[config.mk]
export PLATFORM = sky130hd
export DESIGN_NAME = rgb2y_luma_top
export DESIGN_NICKNAME = d
export VERILOG_FILES = /design/src/common/rgb2y_cfg_pkg.sv /design/src/common/rgb2y_pix_pkg.sv /design/src/rgb2y_luma/rgb2y_luma_top.sv /design/src/rgb2y_luma/rgb2y_out_pack.sv /design/src/rgb2y_luma/rgb2y_weight_sum.sv /design/src/rgb2y_luma/rgb2y_unpack.sv /design/src/logic/rgb2y_cfg_regs.sv
export SDC_FILE = /design/constraint.sdc
export NUM_CORES = 1
export LEC_CHECK = 0
export CORE_ASPECT_RATIO = 0.9
export CORE_UTILIZATION = 64
export CTS_CLUSTER_DIAMETER = 200
export DETAILED_ROUTE_END_ITERATION = 8
export DONT_BUFFER_PORTS = 1
export PLACE_DENSITY = 0.85
export RECOVER_POWER = 100
export SLEW_MARGIN = 20
export SYNTH_ARGS = -nofsm -noshare
export SYNTH_HDL_FRONTEND = slang
export SYNTH_SLANG_ARGS = --single-unit
[constraint.sdc]
create_clock -name clk -period 11.5 [get_ports clk]
set_input_delay 2.3 -clock clk [delete_from_list [all_inputs] [get_ports clk]]
set_output_delay 2.3 -clock clk [all_outputs]
set_load 0.01 [all_outputs]
[src/common/rgb2y_cfg_pkg.sv]
// rgb2y config package: register map, register widths and reset values
package rgb2y_cfg_pkg;

  // --------------------
  // register map
  // --------------------
  typedef enum logic [2:0] {
    // pixel format select, 2 bits
    REG_FMT       = 3'd0,
    // clip enable, 1 bit
    REG_CLIP_EN   = 3'd1,
    // window bounds, 10 bits each
    REG_CLIP_MIN  = 3'd2,
    REG_CLIP_MAX  = 3'd3,
    // counters, any write clears
    REG_STALL_CNT = 3'd4,
    REG_PIX_CNT   = 3'd5
  } cfg_addr_e;

  // --------------------
  // widths and resets
  // --------------------
  // register data bus
  localparam int unsigned CFG_DW = 16;
  // stall and pixel counters, wrap on overflow
  localparam int unsigned CNT_W  = 16;

  // window is fully open after reset
  localparam int unsigned CLIP_MIN_RST = 0;
  localparam int unsigned CLIP_MAX_RST = 1023;

endpackage

[src/common/rgb2y_pix_pkg.sv]
// rgb2y pixel package: pixel formats, datapath widths and BT.601 luma coefficients
package rgb2y_pix_pkg;

  // --------------------
  // input pixel formats
  // --------------------
  // value 3 is unused and unpacks as RGB888
  typedef enum logic [1:0] {
    FMT_RGB888    = 2'd0,
    FMT_RGB565    = 2'd1,
    FMT_RGB101010 = 2'd2
  } pix_fmt_e;

  // --------------------
  // datapath widths
  // --------------------
  // raw input word, wide enough for 3x10 bit plus spare
  localparam int unsigned RGB_IN_W = 36;
  // unpacked channel
  localparam int unsigned CH_W     = 8;
  // one channel times one coefficient
  localparam int unsigned PROD_W   = 16;
  // sum of three products, max 255*256
  localparam int unsigned SUM_W    = 17;
  // luma result
  localparam int unsigned Y_W      = 10;
  // sideband, sof and eol
  localparam int unsigned SB_W     = 2;

  // --------------------
  // BT.601 weights
  // --------------------
  // 77 + 150 + 29 = 256, so white maps to 255*256
  localparam logic [7:0] COEF_R = 8'd77;
  localparam logic [7:0] COEF_G = 8'd150;
  localparam logic [7:0] COEF_B = 8'd29;

  // sum to 10 bit luma: drop 6 lsbs with round half up
  localparam int unsigned ROUND_SH = 6;
  // largest luma the rounding can give
  localparam int unsigned Y_MAX    = 1020;

endpackage
[src/rgb2y_luma/rgb2y_luma_top.sv]
// rgb2y luma top: RGB stream to clipped 10-bit luma stream with config registers
`timescale 1ns/100ps

module rgb2y_luma_top (
  input  logic                               clk,
  input  logic                               arst_n,
  // input pixel stream
  input  logic                               pix_valid,
  input  logic [rgb2y_pix_pkg::RGB_IN_W-1:0] rgb_in,
  input  logic [rgb2y_pix_pkg::SB_W-1:0]     sb_in,
  output logic                               in_ready,
  // output luma stream
  output logic                               out_valid,
  input  logic                               out_ready,
  output logic [rgb2y_pix_pkg::Y_W-1:0]      y_out,
  output logic [rgb2y_pix_pkg::SB_W-1:0]     sb_out,
  // register port
  input  logic                               cfg_we,
  input  rgb2y_cfg_pkg::cfg_addr_e           cfg_addr,
  input  logic [rgb2y_cfg_pkg::CFG_DW-1:0]   cfg_wdata,
  output logic [rgb2y_cfg_pkg::CFG_DW-1:0]   cfg_rdata
);

  import rgb2y_pix_pkg::*;

  // --------------------
  // settings
  // --------------------
  pix_fmt_e        fmt;
  logic            clip_en;
  logic [Y_W-1:0]  clip_min;
  logic [Y_W-1:0]  clip_max;
  logic            stall_pulse;

  // unpack to weight_sum
  logic            ch_valid;
  logic            ch_ready;
  logic [CH_W-1:0] r8;
  logic [CH_W-1:0] g8;
  logic [CH_W-1:0] b8;
  logic [SB_W-1:0] ch_sb;

  // weight_sum to out_pack
  logic            y_valid;
  logic            y_ready;
  logic [Y_W-1:0]  y10;
  logic [SB_W-1:0] y_sb;

  rgb2y_cfg_regs u_cfg_regs (
    .clk         (clk),
    .arst_n      (arst_n),
    .cfg_we      (cfg_we),
    .cfg_addr    (cfg_addr),
    .cfg_wdata   (cfg_wdata),
    .stall_pulse (stall_pulse),
    .pix_valid   (pix_valid),
    .in_ready    (in_ready),
    .cfg_rdata   (cfg_rdata),
    .fmt         (fmt),
    .clip_en     (clip_en),
    .clip_min    (clip_min),
    .clip_max    (clip_max)
  );

  // --------------------
  // pipeline chain
  // --------------------
  // 1 cycle unpack
  rgb2y_unpack u_unpack (
    .clk       (clk),
    .arst_n    (arst_n),
    .pix_valid (pix_valid),
    .rgb_in    (rgb_in),
    .sb_in     (sb_in),
    .fmt       (fmt),
    .ch_ready  (ch_ready),
    .in_ready  (in_ready),
    .ch_valid  (ch_valid),
    .r8        (r8),
    .g8        (g8),
    .b8        (b8),
    .ch_sb     (ch_sb)
  );

  // 2 cycles products and sum
  rgb2y_weight_sum u_weight_sum (
    .clk      (clk),
    .arst_n   (arst_n),
    .ch_valid (ch_valid),
    .r8       (r8),
    .g8       (g8),
    .b8       (b8),
    .ch_sb    (ch_sb),
    .y_ready  (y_ready),
    .ch_ready (ch_ready),
    .y_valid  (y_valid),
    .y10      (y10),
    .y_sb     (y_sb)
  );

  // 1 cycle through the buffer
  rgb2y_out_pack u_out_pack (
    .clk         (clk),
    .arst_n      (arst_n),
    .y_valid     (y_valid),
    .y10         (y10),
    .y_sb        (y_sb),
    .clip_en     (clip_en),
    .clip_min    (clip_min),
    .clip_max    (clip_max),
    .out_ready   (out_ready),
    .y_ready     (y_ready),
    .out_valid   (out_valid),
    .y_out       (y_out),
    .sb_out      (sb_out),
    .stall_pulse (stall_pulse)
  );

endmodule

[src/rgb2y_luma/rgb2y_out_pack.sv]
// rgb2y output pack: optional clip window and two-entry elastic output buffer
`timescale 1ns/100ps

module rgb2y_out_pack (
  input  logic                           clk,
  input  logic                           arst_n,
  input  logic                           y_valid,
  input  logic [rgb2y_pix_pkg::Y_W-1:0]  y10,
  input  logic [rgb2y_pix_pkg::SB_W-1:0] y_sb,
  input  logic                           clip_en,
  input  logic [rgb2y_pix_pkg::Y_W-1:0]  clip_min,
  input  logic [rgb2y_pix_pkg::Y_W-1:0]  clip_max,
  input  logic                           out_ready,
  output logic                           y_ready,
  output logic                           out_valid,
  output logic [rgb2y_pix_pkg::Y_W-1:0]  y_out,
  output logic [rgb2y_pix_pkg::SB_W-1:0] sb_out,
  output logic                           stall_pulse
);

  import rgb2y_pix_pkg::*;

  // clip path
  logic [Y_W-1:0]  y_lo;
  logic [Y_W-1:0]  y_clip;

  // fifo storage, no reset
  logic [Y_W-1:0]  mem_y  [2];
  logic [SB_W-1:0] mem_sb [2];

  // fifo control
  logic            wr_ptr;
  logic            rd_ptr;
  logic [1:0]      cnt_q;
  logic            wr_en;
  logic            rd_en;

  // --------------------
  // clip window
  // --------------------
  // raise to min first, then lower to max
  assign y_lo   = (clip_en && (y10 < clip_min)) ? clip_min : y10;
  assign y_clip = (clip_en && (y_lo > clip_max)) ? clip_max : y_lo;

  // --------------------
  // handshakes
  // --------------------
  // room while not holding two
  assign y_ready     = (cnt_q != 2'd2);
  assign out_valid   = (cnt_q != 2'd0);
  assign wr_en       = y_valid && y_ready;
  assign rd_en       = out_valid && out_ready;
  assign stall_pulse = out_valid && !out_ready;

  // head of the fifo straight to the port
  assign y_out  = mem_y[rd_ptr];
  assign sb_out = mem_sb[rd_ptr];

  // --------------------
  // fifo control
  // --------------------
  always_ff @(posedge clk or negedge arst_n) begin
    if (!arst_n) begin
      wr_ptr <= 1'b0;
      rd_ptr <= 1'b0;
      cnt_q  <= 2'd0;
    end else begin
      if (wr_en) begin
        wr_ptr <= !wr_ptr;
      end
      if (rd_en) begin
        rd_ptr <= !rd_ptr;
      end
      // simultaneous read and write keeps the count
      case ({wr_en, rd_en})
        2'b10:   cnt_q <= cnt_q + 2'd1;
        2'b01:   cnt_q <= cnt_q - 2'd1;
        default: cnt_q <= cnt_q;
      endcase
    end
  end

  // data write, clipped value with its sideband
  always_ff @(posedge clk) begin
    if (wr_en) begin
      mem_y[wr_ptr]  <= y_clip;
      mem_sb[wr_ptr] <= y_sb;
    end
  end

  // full and not draining: nothing may be written
  a_no_wr_full : assert property (@(posedge clk) disable iff (!arst_n)
    (cnt_q == 2'd2 && !rd_en) |=> (cnt_q == 2'd2 && $stable(wr_ptr)));

  // stalled output stays presented
  a_valid_hold : assert property (@(posedge clk) disable iff (!arst_n)
    (out_valid && !out_ready) |=> out_valid);

endmodule

[src/rgb2y_luma/rgb2y_weight_sum.sv]
// rgb2y weight and sum: coefficient products, then rounded sum to 10-bit luma
`timescale 1ns/100ps

module rgb2y_weight_sum (
  input  logic                           clk,
  input  logic                           arst_n,
  input  logic                           ch_valid,
  input  logic [rgb2y_pix_pkg::CH_W-1:0] r8,
  input  logic [rgb2y_pix_pkg::CH_W-1:0] g8,
  input  logic [rgb2y_pix_pkg::CH_W-1:0] b8,
  input  logic [rgb2y_pix_pkg::SB_W-1:0] ch_sb,
  input  logic                           y_ready,
  output logic                           ch_ready,
  output logic                           y_valid,
  output logic [rgb2y_pix_pkg::Y_W-1:0]  y10,
  output logic [rgb2y_pix_pkg::SB_W-1:0] y_sb
);

  import rgb2y_pix_pkg::*;

  // stage 1 state
  logic              p_valid;
  logic [PROD_W-1:0] r_p;
  logic [PROD_W-1:0] g_p;
  logic [PROD_W-1:0] b_p;
  logic [SB_W-1:0]   p_sb;

  // stage 2 input side
  logic              s2_ready;
  logic [SUM_W-1:0]  sum17;
  logic [SUM_W-1:0]  sum_rnd;

  // ready chain, combinational back to unpack
  assign s2_ready = !y_valid || y_ready;
  assign ch_ready = !p_valid || s2_ready;

  // --------------------
  // valid bits
  // --------------------
  always_ff @(posedge clk or negedge arst_n) begin
    if (!arst_n) begin
      p_valid <= 1'b0;
      y_valid <= 1'b0;
    end else begin
      if (ch_ready) begin
        p_valid <= ch_valid;
      end
      if (s2_ready) begin
        y_valid <= p_valid;
      end
    end
  end

  // --------------------
  // stage 1: products
  // --------------------
  // 8x8 unsigned, fits 16 bits
  always_ff @(posedge clk) begin
    if (ch_valid && ch_ready) begin
      r_p  <= r8 * COEF_R;
      g_p  <= g8 * COEF_G;
      b_p  <= b8 * COEF_B;
      p_sb <= ch_sb;
    end
  end

  // --------------------
  // stage 2: sum, round
  // --------------------
  assign sum17   = SUM_W'(r_p) + SUM_W'(g_p) + SUM_W'(b_p);
  // add half lsb, max 65312 so no carry out of 17 bits
  assign sum_rnd = sum17 + SUM_W'(1 << (ROUND_SH - 1));

  always_ff @(posedge clk) begin
    if (p_valid && s2_ready) begin
      y10  <= sum_rnd[ROUND_SH +: Y_W];
      y_sb <= p_sb;
    end
  end

  // coefficients sum to 256, result can never pass 1020
  a_y_range : assert property (@(posedge clk) disable iff (!arst_n)
    y_valid |-> (y10 <= Y_W'(Y_MAX)));

endmodule

[src/rgb2y_luma/rgb2y_unpack.sv]
// rgb2y unpack stage: extracts 8-bit R, G, B from the input word per selected format
`timescale 1ns/100ps

module rgb2y_unpack (
  input  logic                               clk,
  input  logic                               arst_n,
  input  logic                               pix_valid,
  input  logic [rgb2y_pix_pkg::RGB_IN_W-1:0] rgb_in,
  input  logic [rgb2y_pix_pkg::SB_W-1:0]     sb_in,
  input  rgb2y_pix_pkg::pix_fmt_e            fmt,
  input  logic                               ch_ready,
  output logic                               in_ready,
  output logic                               ch_valid,
  output logic [rgb2y_pix_pkg::CH_W-1:0]     r8,
  output logic [rgb2y_pix_pkg::CH_W-1:0]     g8,
  output logic [rgb2y_pix_pkg::CH_W-1:0]     b8,
  output logic [rgb2y_pix_pkg::SB_W-1:0]     ch_sb
);

  import rgb2y_pix_pkg::*;

  logic [CH_W-1:0] r_nxt;
  logic [CH_W-1:0] g_nxt;
  logic [CH_W-1:0] b_nxt;
  logic            load;

  // stage free, or its item leaves this cycle
  assign in_ready = !ch_valid || ch_ready;
  assign load     = pix_valid && in_ready;

  // --------------------
  // field extraction
  // --------------------
  always_comb begin
    case (fmt)
      FMT_RGB565: begin
        // widen 5/6 bit fields, top bits repeated into the lsbs
        r_nxt = {rgb_in[15:11], rgb_in[15:13]};
        g_nxt = {rgb_in[10:5], rgb_in[10:9]};
        b_nxt = {rgb_in[4:0], rgb_in[4:2]};
      end
      FMT_RGB101010: begin
        // keep top 8 of each 10 bit field
        r_nxt = rgb_in[29:22];
        g_nxt = rgb_in[19:12];
        b_nxt = rgb_in[9:2];
      end
      default: begin
        // rgb888 in the low 24 bits
        r_nxt = rgb_in[23:16];
        g_nxt = rgb_in[15:8];
        b_nxt = rgb_in[7:0];
      end
    endcase
  end

  // --------------------
  // stage register
  // --------------------
  always_ff @(posedge clk or negedge arst_n) begin
    if (!arst_n) begin
      ch_valid <= 1'b0;
    end else if (in_ready) begin
      ch_valid <= pix_valid;
    end
  end

  // payload, loaded only on accept
  always_ff @(posedge clk) begin
    if (load) begin
      r8    <= r_nxt;
      g8    <= g_nxt;
      b8    <= b_nxt;
      ch_sb <= sb_in;
    end
  end

  // stalled item must hold until weight_sum takes it
  a_hold_on_stall : assert property (@(posedge clk) disable iff (!arst_n)
    (ch_valid && !ch_ready) |=> (ch_valid && $stable(r8)));

endmodule

[src/logic/rgb2y_cfg_regs.sv]
// rgb2y config registers: format and clip settings, stall and pixel counters
`timescale 1ns/100ps

module rgb2y_cfg_regs (
  input  logic                                clk,
  input  logic                                arst_n,
  input  logic                                cfg_we,
  input  rgb2y_cfg_pkg::cfg_addr_e            cfg_addr,
  input  logic [rgb2y_cfg_pkg::CFG_DW-1:0]    cfg_wdata,
  input  logic                                stall_pulse,
  input  logic                                pix_valid,
  input  logic                                in_ready,
  output logic [rgb2y_cfg_pkg::CFG_DW-1:0]    cfg_rdata,
  output rgb2y_pix_pkg::pix_fmt_e             fmt,
  output logic                                clip_en,
  output logic [rgb2y_pix_pkg::Y_W-1:0]       clip_min,
  output logic [rgb2y_pix_pkg::Y_W-1:0]       clip_max
);

  import rgb2y_pix_pkg::*;
  import rgb2y_cfg_pkg::*;

  logic [CNT_W-1:0] stall_cnt;
  logic [CNT_W-1:0] pix_cnt;

  // --------------------
  // settings
  // --------------------
  always_ff @(posedge clk or negedge arst_n) begin
    if (!arst_n) begin
      fmt      <= FMT_RGB888;
      clip_en  <= 1'b0;
      clip_min <= Y_W'(CLIP_MIN_RST);
      clip_max <= Y_W'(CLIP_MAX_RST);
    end else if (cfg_we) begin
      case (cfg_addr)
        REG_FMT:      fmt      <= pix_fmt_e'(cfg_wdata[1:0]);
        REG_CLIP_EN:  clip_en  <= cfg_wdata[0];
        REG_CLIP_MIN: clip_min <= cfg_wdata[Y_W-1:0];
        REG_CLIP_MAX: clip_max <= cfg_wdata[Y_W-1:0];
        default: ;
      endcase
    end
  end

  // --------------------
  // counters
  // --------------------
  // write to own address clears, clear beats increment
  always_ff @(posedge clk or negedge arst_n) begin
    if (!arst_n) begin
      stall_cnt <= '0;
      pix_cnt   <= '0;
    end else begin
      if (cfg_we && cfg_addr == REG_STALL_CNT) begin
        stall_cnt <= '0;
      end else if (stall_pulse) begin
        stall_cnt <= stall_cnt + 1'b1;
      end
      // accepted input beats
      if (cfg_we && cfg_addr == REG_PIX_CNT) begin
        pix_cnt <= '0;
      end else if (pix_valid && in_ready) begin
        pix_cnt <= pix_cnt + 1'b1;
      end
    end
  end

  // read mux, settings zero-extended
  always_comb begin
    case (cfg_addr)
      REG_FMT:       cfg_rdata = CFG_DW'(fmt);
      REG_CLIP_EN:   cfg_rdata = CFG_DW'(clip_en);
      REG_CLIP_MIN:  cfg_rdata = CFG_DW'(clip_min);
      REG_CLIP_MAX:  cfg_rdata = CFG_DW'(clip_max);
      REG_STALL_CNT: cfg_rdata = CFG_DW'(stall_cnt);
      REG_PIX_CNT:   cfg_rdata = CFG_DW'(pix_cnt);
      default:       cfg_rdata = '0;
    endcase
  end

endmodule

==> results.yml, run 1 <==
run_status:
  status: "complete, but fails checks"
  failed_checks: "capacitance limit, slew limit"
sta:
  fin_crit_sh_pct: 47.5
  grt_setup_unrepaired: "false"
  period_needed_ps: 5460
  tightest_slew_ps: 1570
  skew_ps: 8.69
  fmax_mhz: 183
  finalHoldViolations: 0
  drv_slew: 30
  max_slew_margin_pct: -4.83
  totalNegativeSetupSlack_ps: 0
  setup_violations: 0
clock_network:
  cts_made_buffers: 17
  clk_transition_reported_paths_ps: 70
  cts_resized: 0
  htree_levels: 4
  cts-hold-fix-buffers: 0
  post_cts_buffers: 0
  clock_latency_ps: 440
  cts_root_buf: "clkbuf_16"
  clock_sinks: 169
  cts_tree: "done"
  cts_buffer_depth: 2
yosys:
  yosysTopAreaCell: "edfxtp_1"
  synth_cell_types: 62
  yosysTopAreaCellShare_pct: 27.3
  synth.area.top_cells: "edfxtp_1, ha_1, dfrtp_1, fa_1, inv_1"
  synth_xor_area_share_pct: 4.77
  ys_ff_latch: 169
  synth_flop_cell: "edfxtp_1"
  synth_area_um2: 11800
  synth_fa_ha_area_share_pct: 22.3
  synth_enable_flop_cells: 107
  synth-compound-area-share_pct: 11.5
  yosys_warnings: 0
  ys_seq_area_share_pct: 40.6
  synth-simple-area-share_pct: 10.2
  synth_top_family_by_area: "adder cells"
  synth_mux_area_share_pct: 5.48
  async_reset_ff_share_pct: 36.7
  syn_inst: 1100
  syn_nets: 1349
  syn_area_per_cell_um2: 10.7
route:
  ant_nets: 0
  wl_per_cell_um: 17.5
  vias: 8064
  detail_route.iter0.violations: 481
  drtPass1Iterations: 5
  vias_per_cell: 6.03
  drt_wl_total_um: 23500
  drc: 0
hold_path:
  hold_path_class: "reg2reg"
  holdPathStages: 0
  worst_hold_startpoint: "u_unpack.ch_sb[0]"
  whs_endpoint: "u_weight_sum.p_sb[0]"
finish:
  fill_cells: 1197
  regArea_um2: 4780
  multi_input_area_um2: 6370
  nets: 1333
  area_growth_pct: 6.58
  layout-drive-gt1-share_pct: 6.20
  diodes: 0
  final_cell_mix: "ha_1, inv_1, edfxtp_1"
  final_common_cell: "ha_1"
worst_setup_path:
  crit_type: "in2out"
  max_stage_delay_ps: 370
  crit_path_max_fanout: 15
  cp_top_family: "compound AO/OA/AOI/OAI gates"
  worstSetupEndpointType: "output pin"
  regToRegSetupSlack_ps: 7480
  worstPathRequired_ps: 9200
  r2r_cells: 11
  r2r_end: "u_weight_sum.g_p[14]"
  worst-path-buf-inv: 0
  start_kind: "input pin"
  arrival_ps: 3160
  reg2reg_from: "u_unpack.g8[4]"
  critical_path.slowest_cell: "nand2b_1"
  crit_path_cell_trace: "nand2b_1 -> o32a_1 -> o21ai_0"
die:
  initial_utilization_pct: 66.1
  row_count: 46
  fp.dieH_um: 131
  fp.dieW_um: 145
  num_io_pins: 92
  die_area_um2: 18900
  core_area_um2: 17800
place:
  routabilityCongestion: 0.878
  portBuffers: 0
  hpwl_um: 17500
global_route:
  first_global_vias: 7981
  grt_usage_pct: 26.4
  antenna_found_initial: 0
  grt_first_pass_wirelength_um: 37800
  grt_overflow: 0
  grt_max_degree: 63
run:
  maxCapViolCount: 1
kinds of logic after synthesis:
logic type / Yosys count
AO/OA/AOI/OAI: 208
XOR/XNOR: 64
adder cells (fa/ha/maj): 187
buffers and inverters: 155
flip-flops: 169
multiplexers: 60
AND/OR/NAND/NOR: 257
synthesized netlist by cell type, drive strengths merged, types with 13 or more instances:
| library cell | instances |
|---|---|
| nand4 | 17 |
| xor2 | 25 |
| a31oi | 13 |
| a21o | 13 |
| mux2i | 25 |
| nand3 | 20 |
| fa | 38 |
| xnor2 | 39 |
| inv | 117 |
| ha | 149 |
| a21oi | 32 |
| edfxtp | 107 |
| a22oi | 23 |
| o21ai | 62 |
| clkbuf | 27 |
| mux2 | 35 |
| nand2 | 85 |
| nor2 | 72 |
| dfrtp | 52 |
worst max path at each step:
stage	startpoint	to	slack (ps)	depth (start not counted)
global placement	cfg_addr[1]	cfg_rdata[1]	6070	3
finish	cfg_addr[1]	cfg_rdata[1]	6040	3
floorplan	cfg_addr[0]	cfg_rdata[2]	5680	5
global route	cfg_addr[1]	cfg_rdata[1]	5950	3
detailed placement	cfg_addr[1]	cfg_rdata[1]	6060	3
CTS	cfg_addr[1]	cfg_rdata[1]	6050	3
final cells by class:
type	count	area share, %
multi-input cells	776	50.9
flip-flops and latches	169	38.1
clock buffers	21	4.01
inverters	117	3.51
well taps	240	2.40
clock inverters	11	0.979
repair buffers	3	0.120
sequential cells by signal, indices dropped and copies added, names as in the netlist, 4 cells and up:
| name | cells |
|---|---|
| u_weight_sum.g_p | 15 |
| u_unpack.r8 | 8 |
| u_out_pack.mem_sb | 4 |
| u_weight_sum.r_p | 15 |
| u_weight_sum.y10 | 10 |
| u_weight_sum.b_p | 13 |
| u_cfg_regs.clip_max | 10 |
| u_cfg_regs.clip_min | 10 |
| u_out_pack.mem_y | 20 |
| u_cfg_regs.pix_cnt | 16 |
| u_cfg_regs.stall_cnt | 16 |
| u_unpack.b8 | 8 |
| u_unpack.g8 | 8 |
routing by layer:
metal	up-vias	wire [um]	GRT usage, %	share of wire [%]
li1	3906	-	-	-
met1	3849	9670	31.1	41
met2	260	11800	46.7	50
met3	49	1520	6.74	6.5
met4	0	508	9.91	2.2
met5	-	0	0	0
through the flow:
stage / instance area (um^2) / utilization [%] / worst slack [ps] / instances / hold WS, ps
finish: 12500 / 70.5 / 6040 / 1337 / 415
global route: 12500 / 70.5 / 5950 / 1337 / 417
CTS: 12600 / 70.6 / 6050 / 1336 / 413
detailed placement: 11900 / 67.1 / 6060 / 1304 / 408
global placement: 11900 / 67.1 / 6070 / 1304 / 403
floorplan: 11800 / - / 5680 / 1100 / 400
Power of run 1 is not shown: default switching activity piles up to over one toggle a cycle in this logic, so the estimate is an artifact.
==> run 2, diff against run 1 <==
Clock period 11.5 ns to 5.3 ns, I/O delays scaled along.
==> run 2 against run 1 <==
Compared with the run above: the flow still finishes with violations (capacitance limit, slew limit); final cell count hardly changed; sequential share of layout area increased by 0.22 points; sequential cell count unchanged; wire length rose by 2.1%; clock skew up 0.94 ps; worst hold slack worse by 110 ps.
==> results.yml, run 2 (synthesis gave the netlist of run 1 again) <==
clock_network:
  cts_root_buf: "clkbuf_16"
  clk_transition_reported_paths_ps: 70
  htree_levels: 4
  clock_latency_ps: 440
  clock_sinks: 169
  cts_tree: "done"
  post_cts_buffers: 0
  cts_resized: 0
  cts-hold-fix-buffers: 0
  cts_buffer_depth: 2
  cts_made_buffers: 17
finish:
  largest_register_ffs: 20
  final_common_cell: "ha_1"
  final_cell_mix: "ha_1, inv_1, edfxtp_1"
  diodes: 0
  top_register: "u_out_pack.mem_y"
  reg.largest.list: "u_out_pack.mem_y x20, u_cfg_regs.pix_cnt x16, u_cfg_regs.stall_cnt x16"
  nets: 1334
  layout-drive-gt1-share_pct: 6.01
  area_growth_pct: 5.96
hold_path:
  hold_path_class: "in2async"
sta:
  setup_violations: 0
  totalNegativeSetupSlack_ps: 0
  finalHoldViolations: 0
  period_needed_ps: 4350
  tightest_slew_ps: 1580
  drv_slew: 58
  skew_ps: 9.64
  setup_ws_ps: 955
  holdWs_ps: 308
  fmax_mhz: 230
  fin_crit_sh_pct: 82.0
  grt_setup_unrepaired: "false"
  max_slew_margin_pct: -5.46
route:
  drtPass1Iterations: 6
  drc: 0
  dr.max_layer_used: "met4"
  wl_per_cell_um: 17.9
  drt_wl_total_um: 24000
  ant_nets: 0
  detail_route.iter0.violations: 571
  vias_per_cell: 6.01
  wl_met1_um: 10000
  met3_length_um: 1520
  vias: 8048
  wl_met2_um: 11800
global_route:
  grt_overflow: 0
  grt_usage_pct: 26.6
  antenna_found_initial: 0
  grt_first_pass_wirelength_um: 38300
  first_global_vias: 7981
  grt_max_degree: 63
die:
  row_count: 46
  core_area_um2: 17800
  initial_utilization_pct: 66.1
  fp.dieW_um: 145
  num_io_pins: 92
  fp.dieH_um: 131
  die_area_um2: 18900
worst_setup_path:
  cp_top_family: "compound AO/OA/AOI/OAI gates"
  start_kind: "flip-flop"
  worstSetupEndpointType: "flip-flop"
  critical_path.slowest_cell: "a31oi_1"
  max_stage_delay_ps: 630
  arrival_ps: 4520
  crit_type: "reg2reg"
  worstPathRequired_ps: 5480
  crit_path_max_fanout: 12
  crit_path_cell_trace: "ha_1 -> or2_2 -> a31oi_1 -> clkbuf_1 -> nand4_1 -> o211ai_1 -> ha_1 -> a21o_1 -> a21o_1 -> a21oi_1 -> o21ai_0 -> o211a_1 -> mux2_1"
  worst-path-buf-inv: 1
place:
  hpwl_um: 17500
  portBuffers: 0
  preCtsSetupSlack_ps: 1260
  routabilityCongestion: 0.898
run_status:
  failed_checks: "capacitance limit, slew limit"
  status: "complete, but fails checks"
run:
  maxCapViolCount: 2
[run 2: cell types whose count changed in the layout (fill, tap and decap cells not counted), sizes merged]
cell,delta
bufinv,-1
clkinv,+2
buf,-1
inv,+1
[run 2: cell type report]
class / count / area, um^2
clock buffers: 19 / 443
clock inverters: 13 / 110
fillers: 1252 / 5330
inverters: 117 / 439
multi-input cells: 776 / 6370
flip-flops and latches: 169 / 4780
well taps: 240 / 300
repair buffers: 4 / 15.0
[run 2: final timing paths]
kind | from | end | slack (ps) | cells after the start
worst max register to register | u_weight_sum.y10[2] | u_out_pack.mem_y[0][7] | 950 | 13
worst min-delay path | arst_n | u_cfg_regs.stall_cnt[13] | 310 | 0
worst min register to register | u_unpack.ch_sb[0] | u_weight_sum.p_sb[0] | 420 | 0
max in group asynchronous | arst_n | u_cfg_regs.clip_max[5] | 4780 | 0
worst max-delay path | u_weight_sum.y10[2] | u_out_pack.mem_y[0][7] | 950 | 13
min in group clk | u_unpack.ch_sb[0] | u_weight_sum.p_sb[0] | 420 | 0
[run 2: per-stage QoR]
step | instance area, um^2 | utilization [%] | std cells
finish | 12500 | 70.0 | 1338
global route | 12500 | 70.0 | 1338
detailed placement | 11900 | 67.1 | 1305
CTS | 12500 | 70.2 | 1337
floorplan | 11800 | - | 1100
global placement | 11900 | 67.1 | 1305
[run 2: layer usage]
metal	up-vias	GRT usage [%]
met5	-	0
met4	0	10.0
met3	54	6.34
met2	248	46.0
met1	3854	32.2
li1	3892	-
[run 2: worst reg2reg max path, stage by stage (launching register included)]
cell,delay (ps)
edfxtp_1,450
ha_1,290
or2_2,290
a31oi_1,630
clkbuf_1,460
nand4_1,160
o211ai_1,170
ha_1,290
a21o_1,160
a21o_1,160
a21oi_1,130
o21ai_0,100
o211a_1,380
mux2_1,420
Power of run 2 is left out for the same reason.
==> run 3, diff against run 2 <==
Settings changed: CORE_UTILIZATION 64 to 59, PLACE_DENSITY 0.85 to 0.83.
Clock period 5.3 ns to 3.6 ns, I/O delays scaled along.
==> run 3 against run 2 <==
Compared with the run above: the flow still finishes with violations (capacitance limit, slew limit); register-to-register slack got worse by 900 ps; via count increased by 3.3%; maximum frequency increased by 23%; final cell count increased by 4.0%; global-route usage decreased by 1.4 points; highest routed layer unchanged; die area increased by 8.3%; largest cell class unchanged; clock skew about the same.
==> results.yml, run 3 (synthesis gave the netlist of run 1 again) <==
run_status:
  status: "complete, but fails checks"
  failed_checks: "capacitance limit, slew limit"
worst_setup_path:
  start_kind: "flip-flop"
  crit_path_max_fanout: 2
  r2r_cells: 11
  worstSetupEndpointType: "flip-flop"
  worstPathRequired_ps: 3790
  critical_path.slowest_cell: "fa_1"
  crit_path_cell_trace: "ha_4 -> ha_4 -> inv_2 -> fa_1 -> fa_1 -> inv_1 -> ha_2 -> or4_4 -> a41o_1 -> o41ai_2 -> xnor2_1"
  crit_cells: 11
  max_stage_delay_ps: 490
  crit_type: "reg2reg"
  cp_top_family: "adder cells"
  worst-path-buf-inv: 2
  arrival_ps: 3730
sta:
  grt_setup_unrepaired: "true"
  fin_crit_sh_pct: 98.5
  drv_slew: 53
  finalHoldViolations: 0
  period_needed_ps: 3540
  setup_violations: 0
  skew_ps: 9.84
  tightest_slew_ps: 2850
  fmax_mhz: 282
  max_slew_margin_pct: -89.7
global_route:
  met3_usage_pct: 6.44
  first_global_vias: 8273
  grt_usage_pct: 25.2
  antenna_found_initial: 0
  grt_max_degree: 53
  top_usage_layer: "met2"
  use_met2_pct: 44.0
  met1_usage_pct: 29.4
  grt_overflow: 0
  grt_first_pass_wirelength_um: 39600
route:
  ant_nets: 0
  drtPass1Iterations: 5
  detail_route.iter0.violations: 461
  vias: 8310
  drt_wl_total_um: 25500
  wl_per_cell_um: 18.3
  vias_per_cell: 5.97
  drc: 0
place:
  hpwl_um: 18000
  dpl.cell_count: 1343
  routabilityCongestion: 0.889
  portBuffers: 0
die:
  fp.dieW_um: 151
  row_count: 48
  initial_utilization_pct: 60.8
  fp.dieH_um: 136
  core_area_um2: 19300
  num_io_pins: 92
  die_area_um2: 20500
finish:
  stdcell_count: 1392
  diodes: 0
  layout-drive-gt1-share_pct: 12.3
  nets: 1378
  multi_input_area_um2: 6570
  final_cell_mix: "ha_1, inv_1, edfxtp_1"
  regArea_um2: 4780
  area_growth_pct: 11.0
  top_register: "u_out_pack.mem_y"
  fill_cells: 1386
  largest_register_ffs: 20
  final_common_cell: "ha_1"
  final_util_pct: 67.5
  reg.largest.list: "u_out_pack.mem_y x20, u_cfg_regs.pix_cnt x16, u_cfg_regs.stall_cnt x16"
clock_network:
  htree_levels: 4
  clock_sinks: 169
  cts_tree: "done"
  clk_transition_reported_paths_ps: 80
  cts_buffer_depth: 2
  cts_made_buffers: 17
  cts_root_buf: "clkbuf_16"
  clock_latency_ps: 440
hold_path:
  hold_path_class: "in2async"
run:
  maxCapViolCount: 1
## run 3: routing by layer
metal / vias up / wire (um)
met4: 0 / 761
met5: - / 0
met2: 291 / 12600
li1: 3987 / -
met3: 55 / 1600
met1: 3977 / 10600
## run 3: metrics by stage
step                      hold WS, ps  TNS, ps  area (um^2)  worst slack (ps)
after global placement            401    -5.27        12200             -5.27
after CTS                         103    -60.8        12900             -60.8
after floorplan                   400        0        11800              1.56
after global routing             91.9    -2400        13100              -129
after detailed placement          405     -864        12200              -103
final                             114        0        13100              55.8
## run 3: cell type report
class | instances | share of cell area, %
Multi-Input combinational cell | 777 | 50.3
Sequential cell | 169 | 36.6
Inverter | 117 | 3.36
Clock buffer | 17 | 3.26
Timing Repair Buffer | 47 | 2.56
Tap cell | 250 | 2.40
Clock inverter | 15 | 1.51
## run 3: timing repair
action                                  CTS  global route
endpoints found under the setup margin   25            26
resized for setup                         7            24
buffers inserted                          5             7
pin swaps                                 8            12
endpoints found under the hold margin    52             0
hold buffers                              1             0
gates cloned                              1             2
## run 3: final timing paths
path,from,end,slack (ps)
setup / recovery,u_unpack.g8[4],u_weight_sum.g_p[14],60
hold / removal,arst_n,u_cfg_regs.clip_max[5],110
setup reg to reg,u_unpack.g8[4],u_weight_sum.g_p[14],60
hold reg to reg,u_unpack.ch_sb[1],u_weight_sum.p_sb[1],420
max in group asynchronous,arst_n,u_out_pack.cnt_q[0],800
min in group clk,sb_in[0],u_unpack.ch_sb[0],370
## run 3: worst reg2reg max path: stages (launching register included)
cell and delay [ps]:
edfxtp_1 450, ha_4 280, ha_4 260, inv_2 30, fa_1 480, fa_1 490, inv_1 40, ha_2 170
or4_4 480, a41o_1 280, o41ai_2 230, xnor2_1 100
Power of run 3 is left out for the same reason.
